$ cat src/vsaPkg.sv
/*
 * shared widths, encodings and word types for the VSA subsystem
 * opcodes 6 and 7 are unused and run as no-ops
 * immediates are zero-extended; the ISA never sign-extends them
 * both memories are memDepth words deep, addressed by addressType
 */
package vsaPkg;

    localparam int dataWidth  = 5;   // registers and data bus
    localparam int instrWidth = 12;  // one instruction word
    localparam int addrWidth  = 5;   // pc and data address
    localparam int memDepth   = 32;  // words per memory

    typedef logic [dataWidth-1:0]  dataType;
    typedef logic [instrWidth-1:0] instructionType;
    typedef logic [addrWidth-1:0]  addressType;

    // five phases of the non-pipelined unit
    typedef enum logic [2:0] {
        fetch     = 3'd0,
        decode    = 3'd1,
        execute   = 3'd2,
        memory    = 3'd3,
        writeBack = 3'd4
    } phaseType;

    // instruction bits 11:9
    typedef enum logic [2:0] {
        opLw   = 3'd0,
        opSw   = 3'd1,
        opBeqz = 3'd2,
        opAlu  = 3'd3,  // R-format, see function field
        opAddi = 3'd4,
        opSubi = 3'd5
    } opcodeType;

    // R-format function, instruction bits 2:0
    typedef enum logic [2:0] {
        fnAdd = 3'd0,
        fnSub = 3'd1,
        fnAnd = 3'd2,
        fnOr  = 3'd3,
        fnXor = 3'd4,
        fnNot = 3'd5,  // A only
        fnSrl = 3'd6,  // A only, zero fill
        fnSra = 3'd7   // A only, keeps msb
    } aluFunctionType;

endpackage

$ cat src/vsaControl.sv
/*
 * phase sequencer and instruction-class decoder
 * every instruction takes five cycles, fetch through writeBack
 * opcode must come from IR, so it is stale during fetch;
 * no fetch-phase strobe depends on it
 */
`timescale 1ns/1ps

module vsaControl (
    input  logic              clock,
    input  logic              reset,
    input  vsaPkg::opcodeType opcode,
    output vsaPkg::phaseType  phase,
    output logic              loadIr,
    output logic              loadOperands,
    output logic              loadResult,
    output logic              updatePc,
    output logic              loadLmd,
    output logic              memWrite,
    output logic              regWrite,
    output logic              isMemRef,
    output logic              isRegReg,
    output logic              isRegImm,
    output logic              isBranch
);

    // phase counter 0..4, wraps
    always_ff @(posedge clock) begin
        if (reset) begin
            phase <= vsaPkg::fetch;
        end else if (phase == vsaPkg::writeBack) begin
            phase <= vsaPkg::fetch;
        end else begin
            phase <= vsaPkg::phaseType'(phase + 3'd1);
        end
    end

    // instruction classes
    assign isMemRef = (opcode == vsaPkg::opLw) || (opcode == vsaPkg::opSw);
    assign isRegReg = (opcode == vsaPkg::opAlu);
    assign isRegImm = (opcode == vsaPkg::opAddi) || (opcode == vsaPkg::opSubi);
    assign isBranch = (opcode == vsaPkg::opBeqz);  // codes 6,7 fall in no class

    // one strobe per phase
    assign loadIr       = (phase == vsaPkg::fetch);    // IR, NPC
    assign loadOperands = (phase == vsaPkg::decode);   // A, B
    assign loadResult   = (phase == vsaPkg::execute);  // ALUOutput, Cond
    assign updatePc     = (phase == vsaPkg::memory);
    assign loadLmd      = (phase == vsaPkg::memory) && (opcode == vsaPkg::opLw);
    assign memWrite     = (phase == vsaPkg::memory) && (opcode == vsaPkg::opSw);

    // write-back only for instructions with a destination
    assign regWrite = (phase == vsaPkg::writeBack)
                    && (isRegReg || isRegImm || (opcode == vsaPkg::opLw));

endmodule

$ cat src/vsaRegFile.sv
/*
 * four-entry register file, R0 reads as zero
 * two combinational read ports, one synchronous write port
 * writes to index 0 are dropped here
 */
`timescale 1ns/1ps

module vsaRegFile (
    input  logic            clock,
    input  logic            reset,
    input  logic [1:0]      readSelect1,
    input  logic [1:0]      readSelect2,
    input  logic [1:0]      writeSelect,
    input  logic            writeEnable,
    input  vsaPkg::dataType writeData,
    output vsaPkg::dataType readData1,
    output vsaPkg::dataType readData2
);

    vsaPkg::dataType registers [1:3];  // R1..R3 only, no R0 storage

    always_ff @(posedge clock) begin
        if (reset) begin
            for (int i = 1; i < 4; i++) begin
                registers[i] <= '0;
            end
        end else if (writeEnable && (writeSelect != 2'd0)) begin
            registers[writeSelect] <= writeData;
        end
    end

    assign readData1 = (readSelect1 == 2'd0) ? '0 : registers[readSelect1];  // R0 = 0
    assign readData2 = (readSelect2 == 2'd0) ? '0 : registers[readSelect2];

endmodule

$ cat src/vsaAlu.sv
/*
 * combinational execute unit
 * results wrap modulo 32; unused opcodes give zero
 * immediate arrives zero-extended
 * branch target is nextPc plus twice the low four immediate bits
 */
`timescale 1ns/1ps

module vsaAlu (
    input  vsaPkg::dataType        operandA,
    input  vsaPkg::dataType        operandB,
    input  vsaPkg::dataType        immediate,
    input  vsaPkg::addressType     nextPc,
    input  vsaPkg::opcodeType      opcode,
    input  vsaPkg::aluFunctionType functionCode,  // function field
    input  logic                   isMemRef,
    input  logic                   isRegReg,
    input  logic                   isRegImm,
    input  logic                   isBranch,
    output vsaPkg::dataType        aluResult,
    output logic                   isZero
);

    always_comb begin
        aluResult = '0;  // no-op opcodes
        if (isMemRef) begin
            aluResult = operandA + immediate;  // effective address
        end else if (isRegReg) begin
            case (functionCode)
                vsaPkg::fnAdd: aluResult = operandA + operandB;
                vsaPkg::fnSub: aluResult = operandA - operandB;
                vsaPkg::fnAnd: aluResult = operandA & operandB;
                vsaPkg::fnOr:  aluResult = operandA | operandB;
                vsaPkg::fnXor: aluResult = operandA ^ operandB;
                vsaPkg::fnNot: aluResult = ~operandA;
                vsaPkg::fnSrl: aluResult = {1'b0, operandA[4:1]};
                vsaPkg::fnSra: aluResult = {operandA[4], operandA[4:1]};
                default:       aluResult = '0;
            endcase
        end else if (isRegImm) begin
            if (opcode == vsaPkg::opSubi) begin
                aluResult = operandA - immediate;
            end else begin
                aluResult = operandA + immediate;  // ADDI
            end
        end else if (isBranch) begin
            aluResult = nextPc + {immediate[3:0], 1'b0};  // target, even
        end
    end

    // BEQZ condition, latched as Cond by the core
    assign isZero = (operandA == '0);

endmodule

$ cat src/vsaMemory.sv
/*
 * 32-word memory, word type set per instance
 * combinational read, write on the clock edge
 * with clearOnReset low the array ignores reset and accepts
 * writes while reset is high (program load)
 */
`timescale 1ns/1ps

module vsaMemory #(
    parameter type wordType = vsaPkg::dataType
) (
    input  logic               clock,
    input  logic               reset,
    input  logic               clearOnReset,  // strap, tied per instance
    input  logic               writeEnable,
    input  vsaPkg::addressType writeAddress,
    input  vsaPkg::addressType readAddress,
    input  wordType            writeData,
    output wordType            readData
);

    wordType storage [vsaPkg::memDepth];

    always_ff @(posedge clock) begin
        if (reset && clearOnReset) begin
            for (int i = 0; i < vsaPkg::memDepth; i++) begin
                storage[i] <= '0;  // data memory starts clean
            end
        end else if (writeEnable) begin
            storage[writeAddress] <= writeData;
        end
    end

    assign readData = storage[readAddress];  // same-cycle answer

endmodule

$ cat src/vsaCore.sv
/*
 * five-phase, non-pipelined VSA core
 * pc steps by two; BEQZ resolves in the memory phase
 * dataAddress is ALUOutput and dataOut is B, held between strobes
 * expects combinational instruction and data reads
 */
`timescale 1ns/1ps

module vsaCore (
    input  logic                   clock,
    input  logic                   reset,
    input  vsaPkg::instructionType instruction,
    input  vsaPkg::dataType        dataIn,
    output vsaPkg::addressType     pc,
    output vsaPkg::addressType     dataAddress,
    output vsaPkg::dataType        dataOut,
    output logic                   memWrite
);

    // datapath registers
    vsaPkg::addressType     npc;
    vsaPkg::instructionType ir;
    vsaPkg::dataType        a;
    vsaPkg::dataType        b;
    vsaPkg::dataType        aluOutput;
    logic                   cond;
    vsaPkg::dataType        lmd;

    // IR fields
    vsaPkg::opcodeType      opcode;
    vsaPkg::aluFunctionType functionCode;
    vsaPkg::dataType        immediate;
    logic [1:0]             source1;
    logic [1:0]             source2;  // also I-format destination
    logic [1:0]             destination;

    // control and datapath wires
    vsaPkg::phaseType phase;
    logic             loadIr, loadOperands, loadResult, updatePc, loadLmd, regWrite;
    logic             isMemRef, isRegReg, isRegImm, isBranch, isZero;
    vsaPkg::dataType  readData1, readData2, aluResult, writeData;
    logic [1:0]       writeSelect;

    assign opcode       = vsaPkg::opcodeType'(ir[11:9]);
    assign source1      = ir[8:7];
    assign source2      = ir[6:5];
    assign destination  = ir[4:3];
    assign functionCode = vsaPkg::aluFunctionType'(ir[2:0]);
    assign immediate    = ir[4:0];  // zero-extended, 5 bits already

    vsaControl control_inst (
        .clock, .reset, .opcode, .phase, .loadIr, .loadOperands, .loadResult,
        .updatePc, .loadLmd, .memWrite, .regWrite, .isMemRef, .isRegReg,
        .isRegImm, .isBranch
    );

    // write-back mux: LMD for LW, ALUOutput otherwise
    assign writeData   = (opcode == vsaPkg::opLw) ? lmd : aluOutput;
    assign writeSelect = isRegReg ? destination : source2;

    vsaRegFile regFile_inst (
        .clock, .reset, .readSelect1(source1), .readSelect2(source2),
        .writeSelect, .writeEnable(regWrite), .writeData, .readData1, .readData2
    );

    vsaAlu alu_inst (
        .operandA(a), .operandB(b), .immediate, .nextPc(npc), .opcode, .functionCode,
        .isMemRef, .isRegReg, .isRegImm, .isBranch, .aluResult, .isZero
    );

    always_ff @(posedge clock) begin
        if (reset) begin
            pc        <= '0;
            npc       <= '0;
            ir        <= '0;
            a         <= '0;
            b         <= '0;
            aluOutput <= '0;
            cond      <= 1'b0;
            lmd       <= '0;
        end else begin
            if (loadIr) begin  // end of fetch
                ir  <= instruction;
                npc <= pc + vsaPkg::addressType'(2);
            end
            if (loadOperands) begin  // end of decode
                a <= readData1;
                b <= readData2;
            end
            if (loadResult) begin  // end of execute
                aluOutput <= aluResult;
                cond      <= isZero;  // only meaningful for BEQZ
            end
            if (updatePc) begin
                pc <= (isBranch && cond) ? aluOutput : npc;  // taken branch or next
            end
            if (loadLmd) begin
                lmd <= dataIn;  // LW read data
            end
        end
    end

    assign dataAddress = aluOutput;
    assign dataOut     = b;

endmodule

$ cat src/vsaSystem.sv
/*
 * VSA subsystem top: core plus program and data memories
 * load the program through programWrite/Address/Data while reset
 * is high; program memory keeps its contents across reset
 * data memory is cleared by reset
 */
`timescale 1ns/1ps

module vsaSystem (
    input  logic                   clock,
    input  logic                   reset,
    input  logic                   programWrite,
    input  vsaPkg::addressType     programAddress,
    input  vsaPkg::instructionType programData,
    output vsaPkg::addressType     pc,
    output vsaPkg::addressType     dataAddress,
    output vsaPkg::dataType        dataOut,
    output logic                   memWrite
);

    vsaPkg::instructionType instruction;  // program memory read data
    vsaPkg::dataType        dataIn;       // data memory read data

    vsaCore core_inst (
        .clock, .reset, .instruction, .dataIn, .pc, .dataAddress, .dataOut, .memWrite
    );

    // program memory, written only from the top-level ports
    vsaMemory #(.wordType(vsaPkg::instructionType)) instructionMemory (
        .clock, .reset,
        .clearOnReset(1'b0),
        .writeEnable(programWrite),
        .writeAddress(programAddress),
        .readAddress(pc),
        .writeData(programData),
        .readData(instruction)
    );

    // data memory, one address for load and store
    vsaMemory #(.wordType(vsaPkg::dataType)) dataMemory (
        .clock, .reset,
        .clearOnReset(1'b1),
        .writeEnable(memWrite),
        .writeAddress(dataAddress),
        .readAddress(dataAddress),
        .writeData(dataOut),
        .readData(dataIn)
    );

endmodule

$ cat config.mk
export PLATFORM = sky130hd
export DESIGN_NAME = vsaSystem
export DESIGN_NICKNAME = d
export VERILOG_FILES = /design/src/vsaPkg.sv /design/src/vsaControl.sv /design/src/vsaRegFile.sv /design/src/vsaAlu.sv /design/src/vsaMemory.sv /design/src/vsaCore.sv /design/src/vsaSystem.sv
export SDC_FILE = /design/constraint.sdc
export NUM_CORES = 1
export LEC_CHECK = 0
export BUFFER_PORTS_ARGS = -buffer_cell sky130_fd_sc_hd__buf_2
export CAP_MARGIN = 20
export CORE_MARGIN = 5
export CORE_UTILIZATION = 63
export DETAILED_ROUTE_END_ITERATION = 16
export GPL_TIMING_DRIVEN = 0
export HOLD_SLACK_MARGIN = 0.08
export PLACE_DENSITY = 0.8
export SETUP_SLACK_MARGIN = 0.05
export SLEW_MARGIN = 15
export SYNTH_ARGS = -nofsm -noshare
export SYNTH_HDL_FRONTEND = slang
export SYNTH_SLANG_ARGS = --single-unit
export TNS_END_PERCENT = 1
$ cat constraint.sdc
create_clock -name clock -period 3.01 [get_ports clock]
set_input_delay 0.1505 -clock clock [delete_from_list [all_inputs] [get_ports clock]]
set_output_delay 0.1505 -clock clock [all_outputs]
set_load 0.01 [all_outputs]
==> out/metrics.yaml, run 1 <==
setup_path:
  crit_buf_inv: 2
  rr_worst_depth: 9
  worst_ep_arrival_time_ns: 3.22
  crit_chain: "ha_1 -> ha_1 -> nand2b_1 -> nor4_4 -> nor2b_1 -> nand2_1 -> buf_2 -> buf_2 -> o21bai_2"
  cp_max_fo: 10
  timing.rr.start: "core_inst.control_inst.phase[0]"
  crit_type: "flop to flop"
  cp.required_ns: 3.29
  cp_slowest_stage_delay_ns: 0.38
  start_kind: "flop"
  regToRegSetupSlack_ns: 0.08
  setup.worst_path.end_class: "flop"
  slowest_stage: "dfxtp_1"
  crit_family: "simple AND/OR/NAND/NOR gates"
  r2r_end: "dataMemory.storage[6][1]"
synth:
  ys_seq_area_frac: 0.679
  synth.top_cells.by_area: "edfxtp_1 (64%), mux4_2 (8.6%), mux4_1 (3.7%)"
  yosysWarnings: 0
  ys_ff_latch: 605
  synth_ff_type: "edfxtp_1"
  syn_avg_cell_area_um2: 16.3
  synth_area_leader_cell: "edfxtp_1"
  syn_inst: 1594
  synth.distinct_cells: 57
  synth_top_cell_area_share: 0.644
  synth_nets: 1650
  synthArstFlopShare: 0
  synthesis.area_um2: 26100
  synth-edff-count: 559
global_routing:
  grt_pass1_vias: 16000
  grt.overflow.total: 0
  gr-usage-all-layers: 0.299
  antenna_found_initial: 1
  grt_pass1_wl_um: 101000
  grt_max_degree: 33
detailed_routing:
  initialDrtViolationCount: 2083
  routedWlPerCell_um: 29.4
  totalWireLength_um: 67600
  vias: 16000
  dr.pass1.iters: 6
  via_per_inst: 6.95
  ant_nets: 0
  drc_errors: 0
placement:
  dp.cells: 2177
  dpl_cell_area_um2: 27100
  place.gp.congestion: 0.959
  dp_hpwl_um: 43400
  port_buffers: 34
worst_hold_path:
  min-delay-start: "programData[3]"
  whs_path_depth: 1
  holdPathEnd: "instructionMemory.storage[19][3]"
  min_path_type: "primary input to flop"
flow_run:
  cap_violations: 0
timing:
  worstMarginPinSlew_ns: 1.18
  finalSetupViolCount: 0
  skew_ns: 0.0205
  hold_viol_final: 0
  fin_crit_sh: 0.975
  hold_slack_ns: 0.109
  finalCriticalPeriod_ns: 2.93
  drv_slew: 0
  fmax_mhz: 341
  rsz0062_at_grt: "true"
  slew_headroom: 0.210
floorplanning:
  die_h_um: 213
  initial_utilization: 0.637
  num_rows: 74
  coreArea_um2: 40900
  die-width_um: 213
  die-area_um2: 45500
  num_io_pins: 36
clocking:
  clkSlewWorstSetupHoldPaths_ns: 0.06
  insertion_delay_ns: 0.63
  clock-sinks: 605
  cts_buffers: 57
  h-tree-depth: 2
  cts_tree: "yes"
  clockBufferDepth: 3
  postCtsSetupBuffers: 0
  cts-root-buf: "clkbuf_16"
pwr:
  ir_drop_mv: 0.596
  leakagePower_nw: 9.40
  power_density_nw_per_um2: 655
status:
  status: "complete, no violations"
finish:
  nets: 1775
  drive_gt1_frac: 0.208
  antennaDiodeCount: 0
  syn_to_final_growth_pct: 12.6
  design_area_um2: 29400
  final_cells: 2298
## cells in the mapped netlist (3+ instances only)
cell / n
a211oi_1: 28
a211oi_2: 7
or3_1: 5
ha_1: 32
buf_4: 5
fa_1: 4
nand2_1: 26
a221oi_1: 3
nor2_1: 110
or3b_2: 6
nand3_1: 21
mux2i_1: 18
a31oi_1: 7
buf_2: 24
nand3b_1: 15
inv_1: 22
nor4_1: 7
o22ai_1: 51
buf_6: 8
buf_1: 14
mux2_2: 12
nand2b_1: 18
clkbuf_1: 77
mux4_1: 37
clkinv_1: 3
buf_12: 4
xor2_1: 9
o21ai_0: 14
a21o_1: 6
o21bai_1: 32
nor2b_1: 14
edfxtp_1: 559
or4_1: 7
mux4_2: 99
xnor2_1: 9
nor3_1: 170
dfxtp_1: 46
a22oi_1: 11
a21oi_1: 30
o31ai_1: 3
## power breakdown
| group | leakage, nW | internal (mW) | switching, mW | total (mW) |
|---|---|---|---|---|
| registers | 5.64 | 9.39 | 0.161 | 9.55 |
| logic | 2.85 | 0.873 | 1.49 | 2.36 |
| clock network | 0.913 | 4.11 | 3.19 | 7.30 |
## cells in the final DEF (no fill, tap or decap), types with 32 or more instances in the layout
cell type	n
buf_2	62
clkbuf_1	79
clkbuf_16	57
dfxtp_1	43
edfxtp_1	559
ha_1	32
mux4_1	37
mux4_2	99
nor2_1	102
nor3_1	170
o22ai_1	51
## area by class of cell
class                      instances  area, um^2
tap                              532         666
sequential                       605       17700
inverter                          25        98.8
clock buffer                      67        1460
timing repair buffer              66         478
multi-input combinational        830        7800
buffer                           134         712
fill                            2452       11600
clock inverter                    39         429
## how the worst max path moves through the flow
stage / from / end / slack, ns / depth (start not counted)
after floorplan: core_inst.dataOut[1] / core_inst.dataAddress[1] / 0.29 / 11
after global placement: core_inst.dataOut[1] / core_inst.dataAddress[1] / -0.35 / 11
after detailed placement: core_inst.control_inst.phase[0] / dataMemory.storage[7][3] / -0.40 / 8
after CTS: core_inst.ir[1] / core_inst.dataAddress[1] / -0.08 / 10
after global routing: core_inst.control_inst.phase[0] / dataMemory.storage[1][0] / 0.04 / 8
final: core_inst.control_inst.phase[0] / dataMemory.storage[6][1] / 0.08 / 9
## routing by layer
metal / vias to the layer above / GRT usage / wire length [um]
met2: 1126 / 0.510 / 33700
li1: 6641 / - / -
met3: 226 / 0.0565 / 6550
met5: - / 0 / 13
met1: 7986 / 0.391 / 23900
met4: 2 / 0.111 / 3430
## through the flow
step	setup WS, ns	util	total power, mW	TNS, ns
floorplan	0.290	-	11.2	0
global placement	-0.355	0.657	11.9	-27.36
detailed placement	-0.399	0.662	11.9	-40.23
CTS	-0.0809	0.713	19.1	-0.558
global route	0.0404	0.717	19.8	0
finish	0.0756	0.717	19.2	0
## registers in the layout, summed over array words and instances (netlist names)
signal / count
instructionMemory.storage: 384
dataMemory.storage: 160
core_inst.regFile_inst.registers: 15
core_inst.ir: 12
core_inst.a: 5
core_inst.dataAddress: 5
core_inst.dataOut: 5
core_inst.lmd: 5
core_inst.npc: 5
core_inst.pc: 5
core_inst.control_inst.phase: 3
core_inst.cond: 1
## kinds of logic (layout without fill, tap and decap cells)
group / after synthesis / after routing / synth area share
adders and majority gates: 36 / 36 / 0.0184
xor gates and xnor gates: 18 / 18 / 0.00605
buffers and inverters: 159 / 331 / 0.0302
AOI/OAI and AO/OA: 205 / 205 / 0.0542
muxes: 166 / 166 / 0.135
and+or+nand+nor: 405 / 405 / 0.0768
DFF: 605 / 605 / 0.679
## repair_timing
item,CTS,global route
endpoints found under the hold margin,286,0
hold buffers,10,0
endpoints found under the setup margin,164,138
resized for setup,36,35
(Power assumes the default switching activity.)
==> run 2, diff against run 1 <==
--- a/config.mk
+++ b/config.mk
@@ -7,14 +7,13 @@
 export LEC_CHECK = 0
 export BUFFER_PORTS_ARGS = -buffer_cell sky130_fd_sc_hd__buf_2
 export CAP_MARGIN = 20
-export CORE_MARGIN = 5
-export CORE_UTILIZATION = 63
+export CORE_UTILIZATION = 45
 export DETAILED_ROUTE_END_ITERATION = 16
 export GPL_TIMING_DRIVEN = 0
 export HOLD_SLACK_MARGIN = 0.08
-export PLACE_DENSITY = 0.8
+export PLACE_DENSITY = 0.6
 export SETUP_SLACK_MARGIN = 0.05
-export SLEW_MARGIN = 15
+export SLEW_MARGIN = 20
 export SYNTH_ARGS = -nofsm -noshare
 export SYNTH_HDL_FRONTEND = slang
 export SYNTH_SLANG_ARGS = --single-unit
==> out/metrics.yaml, run 2 (synthesis results as in run 1) <==
global_routing:
  gr-usage-all-layers: 0.231  # -0.0684
  antenna_found_initial: 0  # -1
  grt_max_degree: 33  # unchanged
  grt.overflow.total: 0  # unchanged
  grt_pass1_vias: 15200  # -5.1%
  grt_pass1_wl_um: 99800  # -0.75%
detailed_routing:
  dr.pass1.iters: 5  # -1
  initialDrtViolationCount: 1447  # -31%
  ant_nets: 0  # unchanged
  via_per_inst: 6.03  # -13%
  drc_errors: 0  # unchanged
  vias: 15100  # -5.6%
  totalWireLength_um: 67000  # -0.85%
  routedWlPerCell_um: 26.8  # -9.0%
finish:
  multi_input_area_um2: 7890  # +1.2%
  design_area_um2: 29600  # +0.67%
  top_register: "instructionMemory.storage"
  largest_reg_flops: 384  # unchanged
  final_common_cell: "edfxtp_1"
  num-fill-cells: 4672  # +91%
  drive_gt1_frac: 0.219  # +0.0103
  fin_util: 0.520  # -0.197
  antennaDiodeCount: 0  # unchanged
  reg_top3: "instructionMemory.storage: 384 flops, dataMemory.storage: 160 flops, core_inst.regFile_inst.registers: 15 flops"
  seqCellArea_um2: 17700  # about the same
  nets: 1756  # -1.1%
  layout_common_cells: "edfxtp_1 (559), nor3_1 (169), mux4_2 (99)"
  syn_to_final_growth_pct: 13.4
setup_path:
  cp_max_fo: 10  # unchanged
  setup.worst_path.end_class: "flop"
  crit_chain: "ha_1 -> ha_1 -> nand2b_1 -> nor4_4 -> nor2b_1 -> nand2b_1 -> buf_2 -> buf_1 -> o21bai_2"
  cp_slowest_stage_delay_ns: 0.44  # +0.06 ns
  rr_worst_depth: 9  # unchanged
  worst_ep_arrival_time_ns: 3.26  # +0.04 ns
  start_kind: "flop"
  cp.required_ns: 3.30  # about the same
  slowest_stage: "o21bai_2"
  cp_num_cells: 9  # unchanged
  crit_type: "flop to flop"
  crit_buf_inv: 2  # unchanged
  crit_family: "simple AND/OR/NAND/NOR gates"
timing:
  hold_viol_final: 0  # unchanged
  slew_headroom: 0.290  # +0.0797
  finalSetupViolCount: 0  # unchanged
  worstMarginPinSlew_ns: 1.04  # -0.142 ns
  finalCriticalPeriod_ns: 2.98  # +0.0414 ns
  fmax_mhz: 336  # -1.4%
  fin_crit_sh: 0.989  # +0.0137
  hold_slack_ns: 0.0970  # -0.0119 ns
  skew_ns: 0.0361  # +0.0156 ns
  rsz0062_at_grt: "true"
  drv_slew: 0  # unchanged
  worst_slack_ns: 0.0342  # -0.0414 ns
placement:
  place.gp.congestion: 0.912  # -4.9%
  dpl_cell_area_um2: 27300  # +0.70%
  dp_hpwl_um: 44500  # +2.4%
  port_buffers: 34  # unchanged
  dp_slack_ns: -0.838  # -0.439 ns
clocking:
  cts_tree: "yes"
  clock-sinks: 605  # unchanged
  insertion_delay_ns: 0.63  # about the same
  cts-root-buf: "clkbuf_16"
  h-tree-depth: 3  # +1
  clockBufferDepth: 3  # unchanged
  postCtsSetupBuffers: 0  # unchanged
  cts_buffers: 66  # +16%
  clkSlewWorstSetupHoldPaths_ns: 0.07  # about the same
flow_run:
  cap_violations: 0  # unchanged
worst_hold_path:
  whs_path_depth: 1  # unchanged
  min_path_type: "primary input to flop"
floorplanning:
  initial_utilization: 0.459  # -0.178
  num_io_pins: 36  # unchanged
  die-area_um2: 58900  # +29%
  die-width_um: 243  # +14%
  die_h_um: 243  # +14%
  coreArea_um2: 56800  # +39%
  num_rows: 87  # +18%
status:
  status: "complete, no violations"
pwr:
  ir_drop_mv: 0.456  # -23%
  leakagePower_nw: 9.32  # -0.86%
  power_density_nw_per_um2: 659  # +0.68%
run 2: layout make-up:
cell class	instances	share of cell area
repair buffers	38	0.00716
clock buffers	83	0.0595
plain buffers	134	0.0244
clock inverters	32	0.00724
multi-input cells	830	0.267
inverters	25	0.00334
well taps	756	0.0320
flip-flops and latches	605	0.599
run 2: where the power goes:
group          total [mW]  internal [mW]  switching, mW  leakage [nW]
Sequential           9.55           9.39          0.156          5.65
Clock                7.56           4.24           3.32         0.963
Combinational        2.36          0.868           1.49          2.71
run 2: per-stage QoR:
stage          TNS, ns  power [mW]  std cells
2_1_floorplan        0        11.2       1594
3_3_place_gp    -89.92        12.0       2384
3_5_place_dp    -96.02        12.0       2385
4_1_cts          -2.00        19.5       2503
5_1_grt          -3.28        20.1       2503
6_report             0        19.5       2503
run 2: path summary, 6_finish.rpt:
| check | start | endpoint | slack [ns] |
|---|---|---|---|
| worst max register to register | core_inst.control_inst.phase[0] | dataMemory.storage[28][4] | 0.03 |
| worst min-delay path | programData[9] | instructionMemory.storage[18][9] | 0.1 |
| worst max-delay path | core_inst.control_inst.phase[0] | dataMemory.storage[28][4] | 0.03 |
| worst min register to register | core_inst.control_inst.phase[0] | core_inst.control_inst.phase[0] | 0.47 |
run 2: what timing repair did:
item	4_1_cts	5_1_grt
endpoints found under the setup margin	212	156
resized for setup	42	46
hold endpoints to repair	34	0
pin swaps	0	0
hold buffers	3	0
run 2: metal layers:
metal  up-vias  global-route usage  wire (um)  share of wire
met5         -                   0          0              0
met3       128              0.0375       3980          0.059
met2       593               0.375      32400           0.48
met1      7766               0.315      28300           0.42
li1       6601                   -          -              -
met4         0              0.0834       2330          0.035
